--- config.mk ---
export PLATFORM = sky130hd
export DESIGN_NAME = exec_stage
export DESIGN_NICKNAME = d
export VERILOG_FILES = /design/src/logic/exec_pkg.sv /design/src/logic/exec_alu.sv /design/src/logic/exec_branch.sv /design/src/logic/exec_mem_reg.sv /design/src/logic/exec_operand_sel.sv /design/src/logic/exec_stage.sv
export SDC_FILE = /design/constraint.sdc
export NUM_CORES = 1
export LEC_CHECK = 0
export BUFFER_PORTS_ARGS = -buffer_cell sky130_fd_sc_hd__buf_4
export CAP_MARGIN = 0
export CORE_MARGIN = 3
export CORE_UTILIZATION = 41
export CTS_CLUSTER_DIAMETER = 50
export CTS_CLUSTER_SIZE = 12
export DETAILED_ROUTE_END_ITERATION = 7
export GPL_TIMING_DRIVEN = 0
export PLACE_DENSITY = 0.64
export SYNTH_ARGS = -nofsm -noshare
export SYNTH_HDL_FRONTEND = slang
export SYNTH_SLANG_ARGS = --single-unit
--- constraint.sdc ---
create_clock -name clk -period 4.86 [get_ports clk]
set_clock_uncertainty 0.05 [all_clocks]
set_input_delay 0.486 -clock clk [delete_from_list [all_inputs] [get_ports clk]]
set_output_delay 0.486 -clock clk [all_outputs]
set_load 0.02 [all_outputs]
--- src/logic/exec_pkg.sv ---
/*
 * Shared types for the RV32 execute stage.
 * Holds the data widths, the decoded control encodings and the packed
 * bundles passed between the execute blocks. RTL and testbench import
 * this package; it has to be compiled before every other source.
 */

package exec_pkg;

    localparam int XLEN  = 32;
    localparam int REG_W = 5;
    localparam int CSR_W = 2;

    // ==================================================
    // control encodings
    // ==================================================
    typedef enum logic [3:0] {
        alu_add    = 4'd0,
        alu_sub    = 4'd1,
        alu_slt    = 4'd2,
        alu_sltu   = 4'd3,
        alu_or     = 4'd4,
        alu_and    = 4'd5,
        alu_xor    = 4'd6,
        alu_sll    = 4'd7,
        alu_srl    = 4'd8,
        alu_sra    = 4'd9,
        // lui goes through here
        alu_pass_b = 4'd10
    } alu_op_e;

    typedef enum logic {
        src_a_rs1 = 1'b0,
        src_a_pc  = 1'b1
    } src_a_e;

    typedef enum logic [1:0] {
        src_b_rs2  = 2'd0,
        src_b_imm  = 2'd1,
        src_b_four = 2'd2,
        src_b_csr  = 2'd3
    } src_b_e;

    typedef enum logic [2:0] {
        br_none    = 3'd0,
        br_jmp_pc  = 3'd1,
        br_jmp_rs1 = 3'd2,
        // mret returns through the csr value
        br_jmp_csr = 3'd3,
        br_beq     = 3'd4,
        br_bne     = 3'd5,
        br_bge     = 3'd6,
        br_blt     = 3'd7
    } br_kind_e;

    typedef enum logic [1:0] {
        csr_op_none  = 2'd0,
        csr_op_rw    = 2'd1,
        csr_op_rs    = 2'd2,
        csr_op_ecall = 2'd3
    } csr_op_e;

    typedef enum logic [2:0] {
        mem_byte   = 3'd0,
        mem_half   = 3'd1,
        mem_word   = 3'd2,
        mem_byte_u = 3'd3,
        mem_half_u = 3'd4
    } mem_size_e;

    // ==================================================
    // bundles
    // ==================================================
    typedef struct packed {
        alu_op_e   alu_op;
        src_a_e    src_a;
        src_b_e    src_b;
        br_kind_e  br_kind;
        csr_op_e   csr_op;
        logic      write_gpr;
        logic      write_csr;
        logic      mem_to_reg;
        logic      write_mem;
        mem_size_e mem_size;
        logic      halt;
    } ex_ctrl_t;

    typedef struct packed {
        logic             op_valid;
        ex_ctrl_t         ctrl;
        logic [XLEN-1:0]  pc;
        logic [XLEN-1:0]  imm;
        logic [REG_W-1:0] rd;
        logic [REG_W-1:0] rs1;
        logic [REG_W-1:0] rs2;
        logic [CSR_W-1:0] csr_rd;
        logic [CSR_W-1:0] csr_rs;
        logic [XLEN-1:0]  rs1_data;
        logic [XLEN-1:0]  rs2_data;
        logic [XLEN-1:0]  csr_data;
    } ex_in_t;

    typedef struct packed {
        logic [XLEN-1:0] rs1_data;
        logic [XLEN-1:0] rs2_data;
        logic [XLEN-1:0] csr_data;
        logic            rs1_hz;
        logic            rs2_hz;
        logic            csr_hz;
    } fwd_t;

    typedef struct packed {
        logic [XLEN-1:0] rs1;
        logic [XLEN-1:0] rs2;
        logic [XLEN-1:0] csr;
        logic [XLEN-1:0] a;
        logic [XLEN-1:0] b;
    } ex_opnd_t;

    typedef struct packed {
        logic [XLEN-1:0] alu_out;
        logic [XLEN-1:0] csr_out;
    } alu_res_t;

    typedef struct packed {
        logic            taken;
        logic [XLEN-1:0] target;
    } br_res_t;

    typedef struct packed {
        logic             op_valid;
        logic [XLEN-1:0]  alu_out;
        logic [XLEN-1:0]  csr_out;
        logic [REG_W-1:0] rd;
        logic [REG_W-1:0] rs1;
        logic [REG_W-1:0] rs2;
        logic [CSR_W-1:0] csr_rd;
        logic [CSR_W-1:0] csr_rs;
        logic             write_gpr;
        logic             write_csr;
        logic             mem_to_reg;
        logic             write_mem;
        mem_size_e        mem_size;
        logic             halt;
    } ex_mem_t;

endpackage

--- src/logic/exec_alu.sv ---
/*
 * Execute-stage ALU.
 * Produces alu_out from the selected operands and the csr write value
 * from the forwarded rs1, the csr operand and the pc. Combinational;
 * clk and rst only clock the result checks.
 */

`timescale 1ns/1ns

module exec_alu (
    input  logic                      clk,
    input  logic                      rst,
    input  exec_pkg::ex_ctrl_t        ctrl,
    input  logic [exec_pkg::XLEN-1:0] pc,
    input  exec_pkg::ex_opnd_t        opnd,
    output exec_pkg::alu_res_t        res
);

    import exec_pkg::*;

    logic [4:0]    shamt;
    logic          lt_signed;
    logic          lt_unsigned;
    logic [XLEN:0] diff_s;
    logic [XLEN:0] diff_u;

    assign shamt       = opnd.b[4:0];
    assign lt_signed   = $signed(opnd.a) < $signed(opnd.b);
    assign lt_unsigned = opnd.a < opnd.b;

    // ==================================================
    // arithmetic and logic
    // ==================================================
    always_comb begin
        case (ctrl.alu_op)
            alu_add:    res.alu_out = opnd.a + opnd.b;
            alu_sub:    res.alu_out = opnd.a - opnd.b;
            alu_slt:    res.alu_out = {{(XLEN-1){1'b0}}, lt_signed};
            alu_sltu:   res.alu_out = {{(XLEN-1){1'b0}}, lt_unsigned};
            alu_or:     res.alu_out = opnd.a | opnd.b;
            alu_and:    res.alu_out = opnd.a & opnd.b;
            alu_xor:    res.alu_out = opnd.a ^ opnd.b;
            alu_sll:    res.alu_out = opnd.a << shamt;
            alu_srl:    res.alu_out = opnd.a >> shamt;
            alu_sra:    res.alu_out = $unsigned($signed(opnd.a) >>> shamt);
            alu_pass_b: res.alu_out = opnd.b;
            default:    res.alu_out = '0;
        endcase
    end

    // ==================================================
    // csr new value
    // ==================================================
    always_comb begin
        case (ctrl.csr_op)
            csr_op_rw:    res.csr_out = opnd.rs1;
            csr_op_rs:    res.csr_out = opnd.csr | opnd.rs1;
            // ecall saves the trapping pc into mepc
            csr_op_ecall: res.csr_out = pc;
            default:      res.csr_out = '0;
        endcase
    end

    // ==================================================
    // checks
    // ==================================================
    // wide subtracts, the top bit is the borrow
    assign diff_s = {opnd.a[XLEN-1], opnd.a} - {opnd.b[XLEN-1], opnd.b};
    assign diff_u = {1'b0, opnd.a} - {1'b0, opnd.b};
endmodule

--- src/logic/exec_branch.sv ---
/*
 * Branch unit of the execute stage.
 * Evaluates the branch condition on the forwarded operands and forms the
 * jump or branch target. Has its own comparator so it runs alongside the
 * ALU instead of after it. Combinational.
 */

`timescale 1ns/1ns

module exec_branch (
    input  exec_pkg::br_kind_e        br_kind,
    input  logic [exec_pkg::XLEN-1:0] pc,
    input  logic [exec_pkg::XLEN-1:0] imm,
    input  exec_pkg::ex_opnd_t        opnd,
    output exec_pkg::br_res_t         res
);

    import exec_pkg::*;

    logic            eq;
    logic            lt;
    logic [XLEN-1:0] pc_imm;
    logic [XLEN-1:0] rs1_imm;
    logic [XLEN-1:0] csr_imm;

    // comparator on rs1 vs rs2, signed for bge and blt
    assign eq = opnd.rs1 == opnd.rs2;
    assign lt = $signed(opnd.rs1) < $signed(opnd.rs2);

    assign pc_imm  = pc + imm;
    assign rs1_imm = opnd.rs1 + imm;
    assign csr_imm = opnd.csr + imm;

    // ==================================================
    // condition and target
    // ==================================================
    always_comb begin
        res.target = pc_imm;
        case (br_kind)
            br_none: begin
                res.taken = 1'b0;
            end
            br_jmp_pc: begin
                res.taken = 1'b1;
            end
            br_jmp_rs1: begin
                // jalr drops the low bit
                res.taken  = 1'b1;
                res.target = {rs1_imm[XLEN-1:1], 1'b0};
            end
            br_jmp_csr: begin
                res.taken  = 1'b1;
                res.target = csr_imm;
            end
            br_beq:  res.taken = eq;
            br_bne:  res.taken = ~eq;
            br_bge:  res.taken = ~lt;
            br_blt:  res.taken = lt;
            default: res.taken = 1'b0;
        endcase
    end

endmodule

--- src/logic/exec_mem_reg.sv ---
/*
 * EX/MEM pipeline register.
 * Merges the ALU and branch results with the pass-through fields of the
 * instruction and captures them on each rising clock edge. A captured
 * taken redirect raises pc_src and both flushes for one cycle and marks
 * the next instruction into execute as a wrong-path shadow.
 */

`timescale 1ns/1ns

module exec_mem_reg (
    input  logic                      clk,
    input  logic                      rst,
    input  exec_pkg::ex_in_t          in,
    input  exec_pkg::alu_res_t        alu,
    input  exec_pkg::br_res_t         br,
    output exec_pkg::ex_mem_t         ex_mem,
    output logic                      pc_src,
    output logic                      flush_if,
    output logic                      flush_id,
    output logic [exec_pkg::XLEN-1:0] branch_target
);

    import exec_pkg::*;

    ex_mem_t ex_mem_d;
    logic    shadow_q;
    logic    kill;
    logic    redirect;

    // shadow slot or bubble
    assign kill     = shadow_q | ~in.op_valid;
    assign redirect = br.taken & ~kill;

    // ==================================================
    // next EX/MEM word
    // ==================================================
    always_comb begin
        ex_mem_d.op_valid   = ~kill;
        ex_mem_d.alu_out    = alu.alu_out;
        ex_mem_d.csr_out    = alu.csr_out;
        ex_mem_d.rd         = in.rd;
        ex_mem_d.rs1        = in.rs1;
        ex_mem_d.rs2        = in.rs2;
        ex_mem_d.csr_rd     = in.csr_rd;
        ex_mem_d.csr_rs     = in.csr_rs;
        ex_mem_d.write_gpr  = in.ctrl.write_gpr & ~kill;
        ex_mem_d.write_csr  = in.ctrl.write_csr & ~kill;
        ex_mem_d.mem_to_reg = in.ctrl.mem_to_reg;
        ex_mem_d.write_mem  = in.ctrl.write_mem & ~kill;
        ex_mem_d.mem_size   = in.ctrl.mem_size;
        ex_mem_d.halt       = in.ctrl.halt & ~kill;
    end

    // payload loads every cycle, control fields are cleared on reset
    always_ff @(posedge clk) begin
        ex_mem        <= ex_mem_d;
        branch_target <= br.target;
        if (rst) begin
            ex_mem.op_valid  <= 1'b0;
            ex_mem.write_gpr <= 1'b0;
            ex_mem.write_csr <= 1'b0;
            ex_mem.write_mem <= 1'b0;
            ex_mem.halt      <= 1'b0;
            pc_src           <= 1'b0;
            flush_if         <= 1'b0;
            flush_id         <= 1'b0;
            shadow_q         <= 1'b0;
        end else begin
            pc_src   <= redirect;
            flush_if <= redirect;
            flush_id <= redirect;
            shadow_q <= redirect;
        end
    end
endmodule

--- src/logic/exec_operand_sel.sv ---
/*
 * Operand selection for the execute stage.
 * Applies the forwarding overrides to rs1, rs2 and the csr value, then
 * picks the two ALU operands from the control word. Purely combinational,
 * the results feed both the ALU and the branch unit.
 */

`timescale 1ns/1ns

module exec_operand_sel (
    input  exec_pkg::ex_in_t   in,
    input  exec_pkg::fwd_t     fwd,
    output exec_pkg::ex_opnd_t opnd
);

    import exec_pkg::*;

    localparam logic [XLEN-1:0] inst_bytes = XLEN'(4);

    // ==================================================
    // forwarding override
    // ==================================================
    always_comb begin
        if (fwd.rs1_hz) begin
            opnd.rs1 = fwd.rs1_data;
        end else begin
            opnd.rs1 = in.rs1_data;
        end

        if (fwd.rs2_hz) begin
            opnd.rs2 = fwd.rs2_data;
        end else begin
            opnd.rs2 = in.rs2_data;
        end

        if (fwd.csr_hz) begin
            opnd.csr = fwd.csr_data;
        end else begin
            opnd.csr = in.csr_data;
        end

        // ==================================================
        // alu source muxes
        // ==================================================
        case (in.ctrl.src_a)
            src_a_rs1: opnd.a = opnd.rs1;
            src_a_pc:  opnd.a = in.pc;
            default:   opnd.a = opnd.rs1;
        endcase

        case (in.ctrl.src_b)
            src_b_rs2:  opnd.b = opnd.rs2;
            src_b_imm:  opnd.b = in.imm;
            // link address for jal and jalr
            src_b_four: opnd.b = inst_bytes;
            src_b_csr:  opnd.b = opnd.csr;
            default:    opnd.b = opnd.rs2;
        endcase
    end

endmodule

--- src/logic/exec_stage.sv ---
/*
 * Execute stage top level of the five-stage RV32 core.
 * Takes the decoded instruction and the forwarding values, runs the
 * arithmetic and control-flow paths side by side and registers the
 * EX/MEM word together with the fetch redirect and pipeline flushes.
 * All outputs appear one cycle after their inputs are sampled.
 */

`timescale 1ns/1ns

module exec_stage (
    input  logic                      clk,
    input  logic                      rst,
    input  exec_pkg::ex_in_t          in,
    input  exec_pkg::fwd_t            fwd,
    output exec_pkg::ex_mem_t         ex_mem,
    output logic                      pc_src,
    output logic                      flush_if,
    output logic                      flush_id,
    output logic [exec_pkg::XLEN-1:0] branch_target
);

    import exec_pkg::*;

    ex_opnd_t opnd;
    alu_res_t alu_res;
    br_res_t  br_res;

    // ==================================================
    // operand path
    // ==================================================
    exec_operand_sel exec_operand_sel_inst (
        .in   (in),
        .fwd  (fwd),
        .opnd (opnd)
    );

    // ==================================================
    // arithmetic and control-flow paths
    // ==================================================
    exec_alu exec_alu_inst (
        .clk  (clk),
        .rst  (rst),
        .ctrl (in.ctrl),
        .pc   (in.pc),
        .opnd (opnd),
        .res  (alu_res)
    );

    exec_branch exec_branch_inst (
        .br_kind (in.ctrl.br_kind),
        .pc      (in.pc),
        .imm     (in.imm),
        .opnd    (opnd),
        .res     (br_res)
    );

    // ==================================================
    // EX/MEM register
    // ==================================================
    exec_mem_reg exec_mem_reg_inst (
        .clk           (clk),
        .rst           (rst),
        .in            (in),
        .alu           (alu_res),
        .br            (br_res),
        .ex_mem        (ex_mem),
        .pc_src        (pc_src),
        .flush_if      (flush_if),
        .flush_id      (flush_id),
        .branch_target (branch_target)
    );

endmodule

=== Yosys cells after proc, flatten, opt, wreduce, memory -nomap -nowiden ===
Cells that the tools add are included.

* Mux-type cells: 9
* Bitwise operators: 15
* Add/subtract/negate cells: 5
* Shift-type cells: 3
* $lt $le $gt $ge: 3
* Equal/unequal tests: 24
* Reductions and logical operators: 4

{| class="wikitable"
|+ Operators by type and width
! operator !! number
|-
| case mux 32 bit (11 select lines) || 1
|-
| adder 32 bit || 4
|-
| case mux 32 bit (2 select lines) || 2
|-
| case mux 32 bit (4 select lines) || 1
|-
| < comparator 32 bit || 3
|-
| two-way mux 32 bit || 3
|-
| case mux 32 bit (3 select lines) || 1
|-
| bitwise OR 32 bit || 2
|-
| AND 32 bit || 1
|-
| == test 32 bit || 1
|-
| << shifter 32 x 5 -> 32 bit || 1
|-
| right shift 32 x 5 -> 32 bit || 1
|-
| >>> shifter 32 x 5 -> 32 bit || 1
|-
| subtractor 32 bit || 1
|-
| bitwise XOR 32 bit || 1
|-
| == test 4 x 3 -> 1 bit, second input constant || 4
|-
| == test 3 bit, second input constant || 4
|-
| == test 4 bit, second input constant || 3
|-
| == test 2 bit, second input constant || 4
|-
| == test 4 x 2 -> 1 bit, second input constant || 2
|-
| == test 3 x 2 -> 1 bit, second input constant || 2
|-
| case mux 1 bit (6 select lines) || 1
|-
| AND 1 bit || 5
|-
| inverter 1 bit || 5
|-
| 8 further kinds || 9
|}

* Logic and storage cells: 79
* Flip-flop bits (word level): 125

=== Logic depth before layout (Yosys ltp) ===
* Depth after elaboration: 5
* Gate-level depth with buffers: 20
* Gate-level depth less buffers: 16

=== Cells and area by module ===
A second synthesis with hierarchy kept.

* Cell total of the unflattened synthesis: 2470
* Area total of the unflattened synthesis: 18970.7 µm²

{| class="wikitable"
|+ By module, submodules not included
! module !! cells an instance !! area an instance (µm²) !! instances
|-
| exec_alu || 1429 || 9420.3 || 1
|-
| exec_branch || 619 || 4548.1 || 1
|-
| exec_mem_reg || 133 || 2587.5 || 1
|-
| exec_operand_sel || 289 || 2414.8 || 1
|}

=== Worst setup path before layout ===
No wires, ideal clock.

* Kind: input port to flip-flop
* Start point: input port fwd[1] (netlist name)
* End point: register exec_mem_reg_inst.ex_mem[90] (netlist name)
* Setup slack: -0.076 ns
* Path buffers: 5
* Arrival: 4.755 ns
* Cell stages on the path: 20
* Required time: 4.679 ns
* Setup time: 0.131 ns
* Cells stage by stage: buf_4 -> buf_2 -> buf_1 -> buf_2 -> mux2i_1 -> nand2_1 -> a31oi_1 -> inv_1 -> ha_1 -> buf_2 -> and3_1 -> o211a_1 -> a211oi_2 -> nor2_1 -> a2111oi_0 -> o41ai_1 -> a211o_1 -> a32o_1 -> xnor2_1 -> o21ai_0

{| class="wikitable"
|+ RTL lines
! what !! line !! source
|-
| start, declared || exec_stage.sv:15 || <nowiki>input exec_pkg::fwd_t fwd,</nowiki>
|}

==> out/metrics.cfg <==
[timing]
setup_violations = 2
finalCritPeriodShare_pct = 105
rsz0062_at_grt = true
finalHoldViolations = 0
worst_pin_slew_ns = 1.45
maxSlewViolCount = 0
slew_headroom_pct = 3.39
layout_setup_ws_ns = -0.240
fmaxAchievable_mhz = 196
layout_min_cycle_time_ns = 5.10
whs_ns = 0.0334

[power]
intPower_w = 0.00339
p_leak_nw = 10.8
power_switching_share_pct = 50.3
p_sw_w = 0.00343
pwr-share-clk_pct = 20.7
irDropWorstVdd_v = 0.000242
pwr-share-comb_pct = 61.1
seqPwrFrac_pct = 18.2
p_per_area_nw_per_um2 = 287

[hold_path]
worstHoldPathType = primary input to flop
holdPathStages = 1

[critical_path]
r2r_cells = 4
start_kind = primary input
cp_cell_sequence = buf_2 -> buf_6 -> buf_4 -> mux2i_4 -> inv_1 -> ha_1 -> clkbuf_1 -> a21oi_1 -> o211ai_1 -> a211oi_4 -> nor3_1 -> o32ai_1 -> xnor2_1 -> a222oi_1 -> o21ai_1
end_kind = flop
crit_path_max_incr_delay_ns = 1.16
critical_path_class = primary input to flop
cp_slowest_cell = a222oi_1
cp.arrival_ns = 5.33
required_ns = 5.09
crit_fanout = 10

[synthesis]
yosys.area.top_type = dfxtp_1
ys_ff_latch = 125
avgSynthCellArea_um2 = 7.32
synth.distinct_cells = 94
ys_async_sr_fraction_pct = 0
yosys_most_used_dff = dfxtp_1
yosys-top-cells-area = dfxtp_1 13%, ha_1 13%, mux2i_1 7.4%
synth_edf_count = 0
netlist_instances = 2543
syn-num-nets = 3044
synth_top_area_share_pct = 13.5
yosysSeqAreaShare_pct = 13.5
syn_area_um2 = 18600
yosys_warnings = 0

[clock_network]
cts.sinks = 125
clk_pin_slew_worst_paths_ns = 0.07
clock_latency_ns = 0.50
cts_hold_buf = 0
ctsRootBufferMaster = clkbuf_16
tritoncts = yes
htreeDepth = 4
cts_buffers = 17
clockBufferDepth = 2

[global_routing]
grt_max_degree = 20
grt_overflow_total = 0
grt_pass1_vias = 22365
track_usage_pct = 44.8
antenna_found_initial = 7
grt_pass1_wl_mm = 156

[job]
max-cap-violations = 0

[finish]
drive_above_1_share_pct = 23.2
final_nets = 3481
synthToLayoutAreaGrowth_pct = 27.8
final_cells = 3590
fin_util_pct = 53.4
final_area_um2 = 23800

[placement]
dpl_worst_slack_ns = -2.10
io_buffer_count = 417
place_area_um2 = 22500
dp.cells = 3553
hpwl_mm = 92.5
routabilityCongestion = 1.15

[floorplanning]
pin_count = 428
start_util_pct = 41.8
dieHeight_um = 219
core_region_area_um2 = 44500
die-width_um = 219
die_area_um2 = 48000
num_rows = 77

[drt]
first_pass_iters = 7
avgRoutedWirePerCell_um = 31.5
postRouteWirelength_mm = 113
post-route-drc-count = 0
vias = 24068
via_per_inst = 6.70
drt_iter0_markers = 3490
ant_nets = 0

[outcome]
violations = setup timing
status = finished with violations

==> power by group through the flow <==
stage,registers [W],logic (W),clock network [W]
2_1_floorplan,0.00145,0.00207,0
3_3_place_gp,0.00126,0.00381,0
3_5_place_dp,0.00126,0.00383,0
4_1_cts,0.00124,0.00388,0.00141
5_1_grt,0.00125,0.00431,0.00146
6_report,0.00124,0.00417,0.00141
==> worst max-delay path, delay by kind of cell <==
| kind | cells | cell delay (ns) |
|---|---|---|
| AOI/OAI and AO/OA | 6 | 2.64 |
| xor gates and xnor gates | 1 | 0.11 |
| adders and majority gates | 1 | 0.33 |
| buffers and inverters | 5 | 1.28 |
| muxes | 1 | 0.35 |
| and+or+nand+nor | 1 | 0.11 |
==> cell usage in the layout (no fill, tap or decap), drive strengths merged, types with 21 or more instances in the layout <==
master,instances
mux2i,157
o21bai,29
a211oi,43
a221oi,21
o21ai,209
nor2,243
dfxtp,125
xnor2,54
nand2b,43
a31oi,36
clkbuf,117
nor3,86
nand2,215
a21oi,242
xor2,28
inv,117
nor3b,29
o211ai,33
o22ai,27
mux2,54
nand3,50
a21o,50
o221ai,29
buf,488
ha,196
==> state kept, by name, indices dropped and copies added, names as in the netlist <==
signal / cells
exec_mem_reg_inst.ex_mem: 92
exec_mem_reg_inst.branch_target: 32
exec_mem_reg_inst.pc_src: 1
==> cells in the mapped netlist (all sizes together), types with 11 or more instances <==
cell	number
dfxtp	125
a22oi	17
inv	109
mux2i	157
ha	196
xor2	28
a31oi	36
a211o	11
nand2b	43
xnor2	54
nand3	50
mux2	54
nor3b	29
o31ai	14
nor2b	18
o211a	14
a2111oi	11
buf	70
or3	13
clkbuf	101
nor3	86
a211oi	43
o211ai	33
o21ai	209
nand4	12
o21a	16
o21bai	29
nand2	215
nor2	243
a21o	50
and2	12
a21oi	242
a221oi	21
o221ai	29
o22ai	27
nor4	13
==> metal layers <==
layer  share of wire [%]  up-vias  GRT usage (%)  wire length, um
li1                    -    10250              -                -
met1                  39    11391           59.3            44100
met2                  41     2013           65.3            45900
met3                  15      408           15.3            16500
met4                 5.6        6           20.6             6340
met5                0.11        -              0              128
==> cells by family (layout without fill, tap and decap cells) <==
group | count (synthesis) | in the layout | share of synthesized area [%]
other | 0 | 5 | 0
flip-flops | 125 | 125 | 13.5
AND/OR/NAND/NOR | 763 | 763 | 19.0
adder cells (fa/ha/maj) | 200 | 200 | 13.6
AO/OA/AOI/OAI | 878 | 878 | 30.4
multiplexers | 213 | 213 | 13.2
XOR/XNOR | 82 | 82 | 3.86
buffers and inverters | 282 | 732 | 6.47
==> stage by stage <==
| step | power (W) | setup TNS (ns) |
|---|---|---|
| floorplan | 0.00352 | 0 |
| global placement | 0.00507 | -52.44 |
| detailed placement | 0.00509 | -51.55 |
| CTS | 0.00654 | 0 |
| global route | 0.00702 | -0.175 |
| finish | 0.00682 | -0.246 |
==> path summary, 6_finish.rpt <==
kind | start | to | slack [ns]
setup / recovery | in[194] | exec_mem_reg_inst.ex_mem[72]$_DFF_P_ | -0.24
hold / removal | in[181] | exec_mem_reg_inst.ex_mem[2]$_DFF_P_ | 0.03
setup reg to reg | exec_mem_reg_inst.pc_src$_SDFF_PP0_ | exec_mem_reg_inst.pc_src$_SDFF_PP0_ | 3.47
hold reg to reg | exec_mem_reg_inst.pc_src$_SDFF_PP0_ | exec_mem_reg_inst.ex_mem[91]$_SDFF_PP0_ | 0.55
==> repair_timing <==
item,4_1_cts,5_1_grt
pin swaps,2,10
cloned,0,0
setup buffers,0,8
endpoints found under the setup margin,39,24
hold endpoints to repair,0,0
resized for setup,69,91
==> layout make-up <==
class	count	area, um^2
diodes	5	12.5
plain buffers	163	898
clock buffers	17	425
clock inverters	15	184
fillers	4317	20700
inverters	111	425
multi-input cells	2136	15400
flip-flops and latches	125	2500
well taps	592	741
repair buffers	426	3200
Note: power is estimated with default switching activity, not from simulation.
